<file path="config.mk">
export PLATFORM = sky130hd
export DESIGN_NAME = rv_core
export DESIGN_NICKNAME = d
export VERILOG_FILES = /design/src/rtl/rv_core_pkg.sv /design/src/rtl/rv_core.sv /design/src/rtl/rv_decode.sv /design/src/rtl/rv_execute.sv /design/src/rtl/rv_regfile.sv /design/src/rtl/rv_result.sv
export VERILOG_INCLUDE_DIRS = /design/src /design/src/rtl
export SDC_FILE = /design/constraint.sdc
export NUM_CORES = 2
export LEC_CHECK = 0
export BUFFER_PORTS_ARGS = -buffer_cell sky130_fd_sc_hd__buf_2
export CELL_PAD_IN_SITES_DETAIL_PLACEMENT = 1
export CELL_PAD_IN_SITES_GLOBAL_PLACEMENT = 1
export CORE_MARGIN = 2
export CORE_UTILIZATION = 51
export CTS_CLUSTER_SIZE = 24
export DETAILED_ROUTE_END_ITERATION = 16
export GPL_TIMING_DRIVEN = 0
export PLACE_DENSITY_LB_ADDON = 0.1
export SLEW_MARGIN = 20
export SYNTH_ARGS = -nofsm -noshare
export SYNTH_HDL_FRONTEND = slang
export SYNTH_SLANG_ARGS = --single-unit
</file>
<file path="constraint.sdc">
create_clock -name clk -period 48.3 [get_ports clk]
set_input_delay 7.245 -clock clk [delete_from_list [all_inputs] [get_ports clk]]
set_output_delay 7.245 -clock clk [all_outputs]
set_load 0.02 [all_outputs]
</file>
<file path="src/rtl/rv_core_defs.svh">
`ifndef RV_CORE_DEFS_SVH
`define RV_CORE_DEFS_SVH

// Datapath and register file sizes
`define RV_XLEN        32
`define RV_REG_ADDR_W  5
`define RV_REG_COUNT   32

// Fetch
`define RV_RESET_PC    32'h0000_0000
`define RV_PC_STEP     32'd4

// Decoded as a no-operation
`define RV_BUBBLE      32'h0000_0000

// Active-low byte enables, no lane written
`define RV_WEN_NONE    4'b1111

`endif

</file>
<file path="src/rtl/rv_core_pkg.sv">
`default_nettype none

package rv_core_pkg;

    typedef enum logic [6:0] {
        OPC_LUI    = 7'b0110111,
        OPC_AUIPC  = 7'b0010111,
        OPC_JAL    = 7'b1101111,
        OPC_JALR   = 7'b1100111,
        OPC_BRANCH = 7'b1100011,
        OPC_OP_IMM = 7'b0010011,
        OPC_OP     = 7'b0110011,
        OPC_LOAD   = 7'b0000011,
        OPC_STORE  = 7'b0100011
    } opcode_t;

    // LINK yields operand A plus four
    typedef enum logic [3:0] {
        ALU_ADD, ALU_SUB, ALU_SLL, ALU_SLT, ALU_SLTU, ALU_XOR,
        ALU_SRL, ALU_SRA, ALU_OR, ALU_AND, ALU_PASS_B, ALU_LINK
    } alu_op_t;

    typedef enum logic [2:0] {
        BR_NONE, BR_EQ, BR_NE, BR_LT, BR_GE, BR_LTU, BR_GEU
    } br_cond_t;

    // Same encoding as funct3 of loads and stores
    typedef enum logic [2:0] {
        MW_BYTE  = 3'b000,
        MW_HALF  = 3'b001,
        MW_WORD  = 3'b010,
        MW_UBYTE = 3'b100,
        MW_UHALF = 3'b101
    } mem_width_t;

endpackage

`default_nettype wire

</file>
<file path="src/rtl/rv_core.sv">
`timescale 1ns/1ps
`default_nettype none
`include "rv_core_defs.svh"

module rv_core (
    input  logic                clk,
    input  logic                rst,
    output logic [`RV_XLEN-1:0] im_addr,
    input  logic [`RV_XLEN-1:0] im_out,
    output logic                dm_read,
    output logic [3:0]          dm_wen,
    output logic [`RV_XLEN-1:0] dm_addr,
    output logic [`RV_XLEN-1:0] dm_in,
    input  logic [`RV_XLEN-1:0] dm_out
);

    logic [`RV_REG_ADDR_W-1:0] rs1_addr, rs2_addr;
    logic [`RV_XLEN-1:0]       rs1_data, rs2_data;

    // Decode to execute
    logic [`RV_XLEN-1:0]       ex_pc, ex_imm, ex_rs1_data, ex_rs2_data;
    logic [`RV_REG_ADDR_W-1:0] ex_rs1, ex_rs2, ex_rd;
    rv_core_pkg::alu_op_t      ex_alu_op;
    rv_core_pkg::br_cond_t     ex_br_cond;
    rv_core_pkg::mem_width_t   ex_width;
    logic                      ex_jal, ex_jalr, ex_src_a_pc, ex_src_b_imm;
    logic                      ex_mem_read, ex_mem_write, ex_reg_write;

    logic                      redirect;
    logic [`RV_XLEN-1:0]       redirect_pc;

    // Execute to memory
    logic [`RV_XLEN-1:0]       mem_addr, mem_store_data;
    logic                      mem_read, mem_write, mem_reg_write;
    rv_core_pkg::mem_width_t   mem_width;
    logic [`RV_REG_ADDR_W-1:0] mem_rd;

    logic                      wb_en;
    logic [`RV_REG_ADDR_W-1:0] wb_rd;
    logic [`RV_XLEN-1:0]       wb_data;

    rv_decode u_decode (
        .clk, .rst, .im_out, .redirect, .redirect_pc, .rs1_data, .rs2_data,
        .im_addr, .rs1_addr, .rs2_addr,
        .ex_pc, .ex_rs1, .ex_rs2, .ex_rd, .ex_imm, .ex_alu_op, .ex_br_cond,
        .ex_jal, .ex_jalr, .ex_src_a_pc, .ex_src_b_imm,
        .ex_mem_read, .ex_mem_write, .ex_width, .ex_reg_write,
        .ex_rs1_data, .ex_rs2_data
    );

    rv_regfile u_regfile (
        .clk, .rst, .rs1_addr, .rs2_addr, .wb_en, .wb_rd, .wb_data,
        .rs1_data, .rs2_data
    );

    rv_execute u_execute (
        .clk, .rst,
        .ex_pc, .ex_rs1, .ex_rs2, .ex_rd, .ex_imm, .ex_alu_op, .ex_br_cond,
        .ex_jal, .ex_jalr, .ex_src_a_pc, .ex_src_b_imm,
        .ex_mem_read, .ex_mem_write, .ex_width, .ex_reg_write,
        .ex_rs1_data, .ex_rs2_data,
        .wb_en, .wb_rd, .wb_data,
        .redirect, .redirect_pc,
        .mem_addr, .mem_store_data, .mem_read, .mem_write, .mem_width,
        .mem_rd, .mem_reg_write
    );

    rv_result u_result (
        .clk, .rst,
        .mem_addr, .mem_store_data, .mem_read, .mem_write, .mem_width,
        .mem_rd, .mem_reg_write, .dm_out,
        .dm_read, .dm_wen, .dm_addr, .dm_in,
        .wb_en, .wb_rd, .wb_data
    );

endmodule

`default_nettype wire

</file>
<file path="src/rtl/rv_decode.sv">
`timescale 1ns/1ps
`default_nettype none
`include "rv_core_defs.svh"

module rv_decode (
    input  logic                        clk,
    input  logic                        rst,
    input  logic [`RV_XLEN-1:0]         im_out,
    input  logic                        redirect,
    input  logic [`RV_XLEN-1:0]         redirect_pc,
    input  logic [`RV_XLEN-1:0]         rs1_data,
    input  logic [`RV_XLEN-1:0]         rs2_data,
    output logic [`RV_XLEN-1:0]         im_addr,
    output logic [`RV_REG_ADDR_W-1:0]   rs1_addr,
    output logic [`RV_REG_ADDR_W-1:0]   rs2_addr,
    output logic [`RV_XLEN-1:0]         ex_pc,
    output logic [`RV_REG_ADDR_W-1:0]   ex_rs1,
    output logic [`RV_REG_ADDR_W-1:0]   ex_rs2,
    output logic [`RV_REG_ADDR_W-1:0]   ex_rd,
    output logic [`RV_XLEN-1:0]         ex_imm,
    output rv_core_pkg::alu_op_t        ex_alu_op,
    output rv_core_pkg::br_cond_t       ex_br_cond,
    output logic                        ex_jal,
    output logic                        ex_jalr,
    output logic                        ex_src_a_pc,
    output logic                        ex_src_b_imm,
    output logic                        ex_mem_read,
    output logic                        ex_mem_write,
    output rv_core_pkg::mem_width_t     ex_width,
    output logic                        ex_reg_write,
    output logic [`RV_XLEN-1:0]         ex_rs1_data,
    output logic [`RV_XLEN-1:0]         ex_rs2_data
);

    logic [`RV_XLEN-1:0]      pc;
    logic [`RV_XLEN-1:0]      if_pc;
    logic [`RV_XLEN-1:0]      if_inst;
    rv_core_pkg::opcode_t     opcode;
    logic [2:0]               funct3;
    logic [`RV_REG_ADDR_W-1:0] rd;
    logic [`RV_XLEN-1:0]      imm;
    rv_core_pkg::alu_op_t     alu_op;
    rv_core_pkg::br_cond_t    br_cond;
    logic                     src_a_pc;
    logic                     src_b_imm;
    logic                     reg_write;
    logic                     load_use;
    logic                     bubble;

    assign im_addr  = pc;
    assign opcode   = rv_core_pkg::opcode_t'(if_inst[6:0]);
    assign funct3   = if_inst[14:12];
    assign rd       = if_inst[11:7];
    assign rs1_addr = if_inst[19:15];
    assign rs2_addr = if_inst[24:20];

    // Load in execute feeding the instruction in decode
    assign load_use = ex_mem_read && ex_reg_write && (ex_rd == rs1_addr || ex_rd == rs2_addr);
    assign bubble   = redirect || load_use;

    always_ff @(posedge clk or posedge rst) begin
        if (rst) begin
            pc      <= `RV_RESET_PC;
            if_inst <= `RV_BUBBLE;
        end else if (redirect) begin
            pc      <= redirect_pc;
            if_inst <= `RV_BUBBLE;
        end else if (!load_use) begin
            pc      <= pc + `RV_PC_STEP;
            if_inst <= im_out;
        end
    end

    always_ff @(posedge clk) begin
        if (!load_use) begin
            if_pc <= pc;
        end
    end

    always_comb begin
        alu_op    = rv_core_pkg::ALU_ADD;
        br_cond   = rv_core_pkg::BR_NONE;
        src_a_pc  = 1'b0;
        src_b_imm = 1'b1;
        reg_write = 1'b0;
        case (opcode)
            rv_core_pkg::OPC_LUI: begin
                alu_op    = rv_core_pkg::ALU_PASS_B;
                reg_write = 1'b1;
            end
            rv_core_pkg::OPC_AUIPC: begin
                src_a_pc  = 1'b1;
                reg_write = 1'b1;
            end
            rv_core_pkg::OPC_JAL, rv_core_pkg::OPC_JALR: begin
                alu_op    = rv_core_pkg::ALU_LINK;
                src_a_pc  = 1'b1;
                reg_write = 1'b1;
            end
            rv_core_pkg::OPC_BRANCH: begin
                src_b_imm = 1'b0;
                case (funct3)
                    3'b000:  br_cond = rv_core_pkg::BR_EQ;
                    3'b001:  br_cond = rv_core_pkg::BR_NE;
                    3'b100:  br_cond = rv_core_pkg::BR_LT;
                    3'b101:  br_cond = rv_core_pkg::BR_GE;
                    3'b110:  br_cond = rv_core_pkg::BR_LTU;
                    3'b111:  br_cond = rv_core_pkg::BR_GEU;
                    default: br_cond = rv_core_pkg::BR_NONE;
                endcase
            end
            rv_core_pkg::OPC_OP, rv_core_pkg::OPC_OP_IMM: begin
                src_b_imm = (opcode == rv_core_pkg::OPC_OP_IMM);
                reg_write = 1'b1;
                case (funct3)
                    3'b000: begin
                        // SUB only exists in the register form
                        alu_op = (!src_b_imm && if_inst[30]) ? rv_core_pkg::ALU_SUB
                                                              : rv_core_pkg::ALU_ADD;
                    end
                    3'b001:  alu_op = rv_core_pkg::ALU_SLL;
                    3'b010:  alu_op = rv_core_pkg::ALU_SLT;
                    3'b011:  alu_op = rv_core_pkg::ALU_SLTU;
                    3'b100:  alu_op = rv_core_pkg::ALU_XOR;
                    3'b101:  alu_op = if_inst[30] ? rv_core_pkg::ALU_SRA : rv_core_pkg::ALU_SRL;
                    3'b110:  alu_op = rv_core_pkg::ALU_OR;
                    default: alu_op = rv_core_pkg::ALU_AND;
                endcase
            end
            rv_core_pkg::OPC_LOAD: reg_write = 1'b1;
            default: ;
        endcase
    end

    // Immediate by instruction format
    always_comb begin
        case (opcode)
            rv_core_pkg::OPC_LUI, rv_core_pkg::OPC_AUIPC:
                imm = {if_inst[31:12], 12'b0};
            rv_core_pkg::OPC_JAL:
                imm = {{12{if_inst[31]}}, if_inst[19:12], if_inst[20], if_inst[30:21], 1'b0};
            rv_core_pkg::OPC_BRANCH:
                imm = {{20{if_inst[31]}}, if_inst[7], if_inst[30:25], if_inst[11:8], 1'b0};
            rv_core_pkg::OPC_STORE:
                imm = {{20{if_inst[31]}}, if_inst[31:25], if_inst[11:7]};
            default:
                imm = {{20{if_inst[31]}}, if_inst[31:20]};
        endcase
    end

    always_ff @(posedge clk or posedge rst) begin
        if (rst) begin
            ex_jal       <= 1'b0;
            ex_jalr      <= 1'b0;
            ex_mem_read  <= 1'b0;
            ex_mem_write <= 1'b0;
            ex_reg_write <= 1'b0;
            ex_br_cond   <= rv_core_pkg::BR_NONE;
        end else begin
            ex_jal       <= !bubble && opcode == rv_core_pkg::OPC_JAL;
            ex_jalr      <= !bubble && opcode == rv_core_pkg::OPC_JALR;
            ex_mem_read  <= !bubble && opcode == rv_core_pkg::OPC_LOAD;
            ex_mem_write <= !bubble && opcode == rv_core_pkg::OPC_STORE;
            ex_reg_write <= !bubble && reg_write && rd != '0;
            ex_br_cond   <= bubble ? rv_core_pkg::BR_NONE : br_cond;
        end
    end

    always_ff @(posedge clk) begin
        ex_pc        <= if_pc;
        ex_rs1       <= rs1_addr;
        ex_rs2       <= rs2_addr;
        ex_rd        <= rd;
        ex_imm       <= imm;
        ex_alu_op    <= alu_op;
        ex_src_a_pc  <= src_a_pc;
        ex_src_b_imm <= src_b_imm;
        ex_width     <= rv_core_pkg::mem_width_t'(funct3);
        ex_rs1_data  <= rs1_data;
        ex_rs2_data  <= rs2_data;
    end

endmodule

`default_nettype wire

</file>
<file path="src/rtl/rv_execute.sv">
`timescale 1ns/1ps
`default_nettype none
`include "rv_core_defs.svh"

module rv_execute (
    input  logic                        clk,
    input  logic                        rst,
    input  logic [`RV_XLEN-1:0]         ex_pc,
    input  logic [`RV_REG_ADDR_W-1:0]   ex_rs1,
    input  logic [`RV_REG_ADDR_W-1:0]   ex_rs2,
    input  logic [`RV_REG_ADDR_W-1:0]   ex_rd,
    input  logic [`RV_XLEN-1:0]         ex_imm,
    input  rv_core_pkg::alu_op_t        ex_alu_op,
    input  rv_core_pkg::br_cond_t       ex_br_cond,
    input  logic                        ex_jal,
    input  logic                        ex_jalr,
    input  logic                        ex_src_a_pc,
    input  logic                        ex_src_b_imm,
    input  logic                        ex_mem_read,
    input  logic                        ex_mem_write,
    input  rv_core_pkg::mem_width_t     ex_width,
    input  logic                        ex_reg_write,
    input  logic [`RV_XLEN-1:0]         ex_rs1_data,
    input  logic [`RV_XLEN-1:0]         ex_rs2_data,
    input  logic                        wb_en,
    input  logic [`RV_REG_ADDR_W-1:0]   wb_rd,
    input  logic [`RV_XLEN-1:0]         wb_data,
    output logic                        redirect,
    output logic [`RV_XLEN-1:0]         redirect_pc,
    output logic [`RV_XLEN-1:0]         mem_addr,
    output logic [`RV_XLEN-1:0]         mem_store_data,
    output logic                        mem_read,
    output logic                        mem_write,
    output rv_core_pkg::mem_width_t     mem_width,
    output logic [`RV_REG_ADDR_W-1:0]   mem_rd,
    output logic                        mem_reg_write
);

    logic [`RV_XLEN-1:0] fwd_a;
    logic [`RV_XLEN-1:0] fwd_b;
    logic [`RV_XLEN-1:0] op_a;
    logic [`RV_XLEN-1:0] op_b;
    logic [`RV_XLEN-1:0] alu_result;
    logic [`RV_XLEN-1:0] target;
    logic                fwd_mem;
    logic                taken;

    // A load in memory has no data yet; the load-use stall covers that case
    assign fwd_mem = mem_reg_write && !mem_read;

    always_comb begin
        if (fwd_mem && mem_rd == ex_rs1) begin
            fwd_a = mem_addr;
        end else if (wb_en && wb_rd == ex_rs1) begin
            fwd_a = wb_data;
        end else begin
            fwd_a = ex_rs1_data;
        end
        if (fwd_mem && mem_rd == ex_rs2) begin
            fwd_b = mem_addr;
        end else if (wb_en && wb_rd == ex_rs2) begin
            fwd_b = wb_data;
        end else begin
            fwd_b = ex_rs2_data;
        end
    end

    assign op_a = ex_src_a_pc ? ex_pc : fwd_a;
    assign op_b = ex_src_b_imm ? ex_imm : fwd_b;

    always_comb begin
        case (ex_alu_op)
            rv_core_pkg::ALU_SUB:    alu_result = op_a - op_b;
            rv_core_pkg::ALU_SLL:    alu_result = op_a << op_b[4:0];
            rv_core_pkg::ALU_SLT:    alu_result = {31'b0, $signed(op_a) < $signed(op_b)};
            rv_core_pkg::ALU_SLTU:   alu_result = {31'b0, op_a < op_b};
            rv_core_pkg::ALU_XOR:    alu_result = op_a ^ op_b;
            rv_core_pkg::ALU_SRL:    alu_result = op_a >> op_b[4:0];
            rv_core_pkg::ALU_SRA:    alu_result = $signed(op_a) >>> op_b[4:0];
            rv_core_pkg::ALU_OR:     alu_result = op_a | op_b;
            rv_core_pkg::ALU_AND:    alu_result = op_a & op_b;
            rv_core_pkg::ALU_PASS_B: alu_result = op_b;
            rv_core_pkg::ALU_LINK:   alu_result = op_a + `RV_PC_STEP;
            default:                 alu_result = op_a + op_b;
        endcase
    end

    // Branches compare the forwarded registers, not the ALU operands
    always_comb begin
        case (ex_br_cond)
            rv_core_pkg::BR_EQ:  taken = fwd_a == fwd_b;
            rv_core_pkg::BR_NE:  taken = fwd_a != fwd_b;
            rv_core_pkg::BR_LT:  taken = $signed(fwd_a) < $signed(fwd_b);
            rv_core_pkg::BR_GE:  taken = $signed(fwd_a) >= $signed(fwd_b);
            rv_core_pkg::BR_LTU: taken = fwd_a < fwd_b;
            rv_core_pkg::BR_GEU: taken = fwd_a >= fwd_b;
            default:             taken = 1'b0;
        endcase
    end

    assign target      = (ex_jalr ? fwd_a : ex_pc) + ex_imm;
    assign redirect    = ex_jal || ex_jalr || taken;
    assign redirect_pc = {target[`RV_XLEN-1:1], target[0] && !ex_jalr};

    always_ff @(posedge clk or posedge rst) begin
        if (rst) begin
            mem_read      <= 1'b0;
            mem_write     <= 1'b0;
            mem_reg_write <= 1'b0;
        end else begin
            mem_read      <= ex_mem_read;
            mem_write     <= ex_mem_write;
            mem_reg_write <= ex_reg_write;
        end
    end

    always_ff @(posedge clk) begin
        mem_addr       <= alu_result;
        mem_store_data <= fwd_b;
        mem_width      <= ex_width;
        mem_rd         <= ex_rd;
    end

endmodule

`default_nettype wire

</file>
<file path="src/rtl/rv_regfile.sv">
`timescale 1ns/1ps
`default_nettype none
`include "rv_core_defs.svh"

module rv_regfile (
    input  logic                      clk,
    input  logic                      rst,
    input  logic [`RV_REG_ADDR_W-1:0] rs1_addr,
    input  logic [`RV_REG_ADDR_W-1:0] rs2_addr,
    input  logic                      wb_en,
    input  logic [`RV_REG_ADDR_W-1:0] wb_rd,
    input  logic [`RV_XLEN-1:0]       wb_data,
    output logic [`RV_XLEN-1:0]       rs1_data,
    output logic [`RV_XLEN-1:0]       rs2_data
);

    logic [`RV_XLEN-1:0] regs [`RV_REG_COUNT];

    always_ff @(posedge clk or posedge rst) begin
        if (rst) begin
            for (int i = 0; i < `RV_REG_COUNT; i++) begin
                regs[i] <= '0;
            end
        end else if (wb_en) begin
            regs[wb_rd] <= wb_data;
        end
    end

    // Write-through so decode sees the value retiring this cycle
    assign rs1_data = (wb_en && wb_rd == rs1_addr) ? wb_data : regs[rs1_addr];
    assign rs2_data = (wb_en && wb_rd == rs2_addr) ? wb_data : regs[rs2_addr];

endmodule

`default_nettype wire

</file>
<file path="src/rtl/rv_result.sv">
`timescale 1ns/1ps
`default_nettype none
`include "rv_core_defs.svh"

module rv_result (
    input  logic                        clk,
    input  logic                        rst,
    input  logic [`RV_XLEN-1:0]         mem_addr,
    input  logic [`RV_XLEN-1:0]         mem_store_data,
    input  logic                        mem_read,
    input  logic                        mem_write,
    input  rv_core_pkg::mem_width_t     mem_width,
    input  logic [`RV_REG_ADDR_W-1:0]   mem_rd,
    input  logic                        mem_reg_write,
    input  logic [`RV_XLEN-1:0]         dm_out,
    output logic                        dm_read,
    output logic [3:0]                  dm_wen,
    output logic [`RV_XLEN-1:0]         dm_addr,
    output logic [`RV_XLEN-1:0]         dm_in,
    output logic                        wb_en,
    output logic [`RV_REG_ADDR_W-1:0]   wb_rd,
    output logic [`RV_XLEN-1:0]         wb_data
);

    logic [1:0]               lane;
    logic                     wb_load;
    rv_core_pkg::mem_width_t  wb_width;
    logic [`RV_XLEN-1:0]      wb_alu;
    logic [`RV_XLEN-1:0]      wb_word;
    logic [`RV_XLEN-1:0]      lane_word;
    logic [`RV_XLEN-1:0]      load_val;

    assign lane    = mem_addr[1:0];
    assign dm_read = mem_read;
    assign dm_addr = mem_addr;

    always_comb begin
        dm_wen = `RV_WEN_NONE;
        if (mem_write) begin
            case (mem_width)
                rv_core_pkg::MW_BYTE, rv_core_pkg::MW_UBYTE: begin
                    dm_wen = ~(4'b0001 << lane);
                end
                rv_core_pkg::MW_HALF, rv_core_pkg::MW_UHALF: begin
                    // Half-word crossing the word boundary is dropped
                    if (lane != 2'd3) begin
                        dm_wen = ~(4'b0011 << lane);
                    end
                end
                default: dm_wen = 4'b0000;
            endcase
        end
    end

    // Move the store data into its byte lanes
    always_comb begin
        case (mem_width)
            rv_core_pkg::MW_BYTE, rv_core_pkg::MW_UBYTE:
                dm_in = {24'b0, mem_store_data[7:0]} << {lane, 3'b000};
            rv_core_pkg::MW_HALF, rv_core_pkg::MW_UHALF:
                dm_in = {16'b0, mem_store_data[15:0]} << {lane, 3'b000};
            default:
                dm_in = mem_store_data;
        endcase
    end

    always_ff @(posedge clk or posedge rst) begin
        if (rst) begin
            wb_en   <= 1'b0;
            wb_load <= 1'b0;
        end else begin
            wb_en   <= mem_reg_write;
            wb_load <= mem_read;
        end
    end

    always_ff @(posedge clk) begin
        wb_rd    <= mem_rd;
        wb_width <= mem_width;
        wb_alu   <= mem_addr;
        wb_word  <= dm_out;
    end

    assign lane_word = wb_word >> {wb_alu[1:0], 3'b000};

    always_comb begin
        case (wb_width)
            rv_core_pkg::MW_BYTE:  load_val = {{24{lane_word[7]}}, lane_word[7:0]};
            rv_core_pkg::MW_UBYTE: load_val = {24'b0, lane_word[7:0]};
            rv_core_pkg::MW_HALF:  load_val = {{16{lane_word[15]}}, lane_word[15:0]};
            rv_core_pkg::MW_UHALF: load_val = {16'b0, lane_word[15:0]};
            default:               load_val = wb_word;
        endcase
    end

    assign wb_data = wb_load ? load_val : wb_alu;

endmodule

`default_nettype wire

</file>
==> results by stage <==
STA:
- The top achievable clock speed is between 0.09 and 0.1 GHz.
- The clock period could shrink to roughly 11000 ps.
- In the finished design, the share of the clock period the worst path needs comes to about 22%.
- Setup violations remaining at the end of the flow were counted as 0.
- The count of pins over their slew limit is 0.
- The number of hold-slack violations in the final timing report is 0.
- Setup repair after global routing left no endpoint under its margin.
- The worst setup skew after layout is between 50 and 60 ps.
- For the pin with the worst max-slew slack, the measured transition is between 1000 and 1500 ps.
- The relative slew slack is ~5.4%.

Logic synthesis:
- The complex-gate fraction of the synthesized area is 16.3%.
- The mean instance size in the synthesized netlist is about 10 µm².
- The Yosys step of the flow raised 0 warnings.
- Counting every instance in the synthesized netlist gives slightly below 8000.
- After synthesis, the netlist uses between 90 and 100 different library cells.
- The area of the mapped netlist is between 80000 and 90000 µm².
- The area share of the leading cell type in the synthesized netlist is between 30% and 40%.
- The multiplexer fraction of the synthesized cell area is about a fifth.
- The most used flip-flop cell after synthesis is dfrtp_1.
- Summing the areas of all and, or, nand and nor instances in the mapped netlist gives around 11% of the synthesized area.
- Ranked by total cell area, the synthesized netlist is headed by dfrtp_1 (34%), mux4_2 (18%), o21ai_0 (7.9%).
- When the netlist entered floorplanning its net count stood at a little over 8000.
- After synthesis the netlist holds a flip-flop and latch count of between 1000 and 1500.
- Counting instances in the post-synthesis netlist gives the leading cell types as nand2_1 (1387), o21ai_0 (1268), dfrtp_1 (1101).
- The number of enable flip-flop cells after synthesis is 32.
- The main combinational cell family by area after synthesis is multiplexers.
- For this run, the register share of the synthesized area comes to a little over two fifths.
- The post-synthesis share of cell area spent on full adders, half adders and majority gates is roughly 2.7%.
- The dominant cell by count in the synthesized netlist is nand2_1.
- The cell taking the most area after synthesis is dfrtp_1.
- The post-synthesis async set-or-reset flop share is between 70% and 80%.
- Summing the areas of all xor and xnor instances in the mapped netlist gives ~1.6% of the synthesized area.

Worst setup path:
- The startpoint kind of the worst setup timing path is a register.
- The critical path is of the reg2out type.
- The end of the worst register-to-register path is u_execute.mem_addr[0]$_DFF_P_.
- In this run the critical register-to-register path is launched from u_result.wb_load$_DFF_PP0_.
- The critical path starts at u_execute.mem_addr[0]$_DFF_P_.
- The worst-case reg-to-reg path depth is 23.
- The required time reported for the critical path endpoint is 41060 ps.
- The worst setup path is captured at an output port.
- The worst-case register-to-register setup slack is roughly 38000 ps.
- In this run the worst path has a maximum fanout of 10.
- The critical path capture point is dm_in[21].
- At the worst endpoint, the arrival time is 3510 ps.

Drt:
- The remaining antenna violation count is 0.
- The first routing iteration left 11600 violations.
- The routed wire length is ~400000 µm.
- After detailed routing, the number of remaining DRC violations is 0.
- In the routed layout, each cell is associated on average with a via count of between 7 and 8.
- Dividing the detail-routed wire length by the instance count gives 38.3 µm.
- The final route contains 75300 vias.
- The first detailed-routing pass took 9 iterations.

Global routing:
- The remaining global-route overflow is 0.
- The wire length of the first global-routing pass is 561000 µm.
- The initial antenna violation count is 39.
- The via count of the first global-routing pass was 75700.
- Entering global routing, the biggest net connects between 100 and 150 pins.
- Across every metal layer, demand over resource in global routing totals between 40% and 50%.

Clock tree:
- The clock tree from TritonCTS is built.
- The number of resized instances in the post-cts repair step is 0.
- The insertion delay of the later-clocked pin in the worst-skew pair is ~860 ps.
- After clock tree synthesis, the clock-pin slew on the worst setup and hold paths is roughly 60 ps.
- The cell at the root of the clock tree is clkbuf_16.
- No sink is reached through more buffers than the 3 on the longest clock path.
- The level count of the clock H-tree is 4.
- In this run, post-CTS hold repair placed 0 buffers.
- CTS saw 1429 sinks.
- The number of buffers added by the clock tree synthesis step is roughly 160.
- Buffers added to address setup during post-CTS repair amount to 0.

Worst hold path:
- The worst hold-check path type is reg2reg.

Die:
- From bottom edge to top edge, the die measures about 400 µm.
- During I/O placement, the number of pins put on the boundary was ~170.
- For this configuration, the core starts out at a cell density of approximately half.
- The initialized floorplan defines about 150 standard-cell rows.
- The core region is ~160000 µm².
- From left edge to right edge, the die measures 401 µm.
- The total die area is between 150000 and 200000 µm².

Placed design:
- The placed wire-length estimate after detailed placement is about 300000 µm.
- The count of buffers inserted at the top-level ports is about 170.
- Routability-driven placement finished with a final weighted congestion of ~1.1.
- After detailed placement, the design holds a cell count of around 10000.

Pwr:
- The total power is ~0.0036 W.
- The leakage component of the power is around 37 nW.
- Across the VDD grid, the largest voltage drop is 42.4 µV.
- The total power per unit cell area is 40.4 nW/µm².

Layout:
- After the last flow step, the layout net total stands at between 8000 and 9000.
- Cells with a size suffix above 1 make up between 10% and 20% of the layout.
- The final non-filler cell total is 10400.
- The synthesis-to-layout area growth is 12.2%.
- Counting the fill cells in the layout gives around 17000.

Status:
- The run finished with clean final reports.

Flow run:
- Across the run, the number of max-cap violations was 0.
==> cell usage in the layout, fill, tap and decap left out, types with 28 or more instances in the layout <==
| cell | instances |
|---|---|
| clkbuf_16 | 167 |
| o221ai_1 | 32 |
| inv_1 | 170 |
| a211oi_1 | 114 |
| clkbuf_8 | 31 |
| ha_1 | 168 |
| dfrtp_1 | 1101 |
| nand3_1 | 71 |
| xnor2_1 | 93 |
| edfxtp_1 | 32 |
| o211ai_1 | 51 |
| buf_2 | 213 |
| nor2b_1 | 84 |
| nor3_1 | 59 |
| nand4_1 | 37 |
| nand2_1 | 1387 |
| nand2b_1 | 32 |
| buf_1 | 51 |
| mux4_2 | 643 |
| a21oi_1 | 302 |
| mux2_2 | 67 |
| o21a_1 | 28 |
| a21o_1 | 82 |
| dfxtp_1 | 296 |
| clkbuf_2 | 37 |
| xor2_1 | 53 |
| a22oi_1 | 35 |
| o21ai_0 | 1267 |
| mux2i_1 | 175 |
| clkbuf_1 | 580 |
| nor2_1 | 295 |
==> state kept, by name, indices dropped and copies added, names as in the netlist, 32 cells and up <==
register,cells
u_regfile.regs,1024
u_decode.ex_imm,32
u_decode.ex_pc,32
u_decode.ex_rs1_data,32
u_decode.ex_rs2_data,32
u_decode.if_inst,32
u_decode.if_pc,32
u_decode.im_addr,32
u_execute.mem_addr,32
u_execute.mem_store_data,32
u_result.wb_alu,32
u_result.wb_word,32
==> through the flow <==
step	TNS, ps	hold slack, ps	utilization (%)	setup slack, ps	area, µm²
final	0	328	57.6	37540	90000
after global routing	0	340	57.6	37350	90000
after CTS	0	327	57.6	37570	89900
after detailed placement	0	314	54.0	38430	84300
after global placement	-2149050	311	53.6	-2210	83700
after floorplan	0	310	-	10060	80300
==> area by class of cell <==
type                       count  area [µm²]  share of cell area [%]
clock buffer                 228        4720                    5.24
clock inverter                63         880                   0.977
timing repair buffer         189        1280                    1.42
antenna                       15        37.5                  0.0417
inverter                     174         661                   0.734
tap                         2058        2570                    2.86
sequential                  1429       34400                    38.2
multi-input combinational   5541       42700                    47.5
buffer                       691        2730                    3.03
==> worst min-delay path by stage <==
stage,startpoint,end,slack [ps],cells past startpoint
after global routing,u_decode.ex_width[1]$_DFF_P_,u_execute.mem_width[1]$_DFF_P_,340,0
after CTS,u_decode.ex_width[1]$_DFF_P_,u_execute.mem_width[1]$_DFF_P_,330,0
after global placement,u_decode.ex_width[1]$_DFF_P_,u_execute.mem_width[1]$_DFF_P_,310,0
final,u_decode.ex_width[1]$_DFF_P_,u_execute.mem_width[1]$_DFF_P_,330,0
after detailed placement,u_decode.ex_width[1]$_DFF_P_,u_execute.mem_width[1]$_DFF_P_,310,0
after floorplan,u_decode.ex_width[0]$_DFF_P_,u_execute.mem_width[0]$_DFF_P_,310,0
==> critical path: stages (launching register included) <==
cell and delay (ps):
dfxtp_1 740, inv_1 300, nor2_1 520, and3_1 230, clkbuf_1 310, a22oi_1 110
o21ai_0 260, buf_2 220
==> report_power, final <==
part           internal, W  leakage, nW  switching (W)  total, W
sequential         0.00131         17.9       0.000141   0.00145
clock             0.000770         2.74       0.000547   0.00132
combinational     0.000272         16.6       0.000597  0.000869
==> metal layers <==
metal | GRT usage (%) | vias to the layer above | wire length, µm
met1 | 62.5 | 38700 | 144000
met2 | 69.4 | 5901 | 166000
met3 | 21.7 | 1416 | 60100
li1 | - | 29300 | -
met4 | 27.1 | 32 | 27200
met5 | 0.565 | - | 429
==> logic make-up after synthesis <==
group | Yosys count
AO/OA/AOI/OAI | 2212
AND/OR/NAND/NOR | 2124
adder cells (fa/ha/maj) | 171
multiplexers | 888
buffers and inverters | 865
XOR/XNOR | 146
flip-flops | 1429
Power figures use the tool's default switching activity.
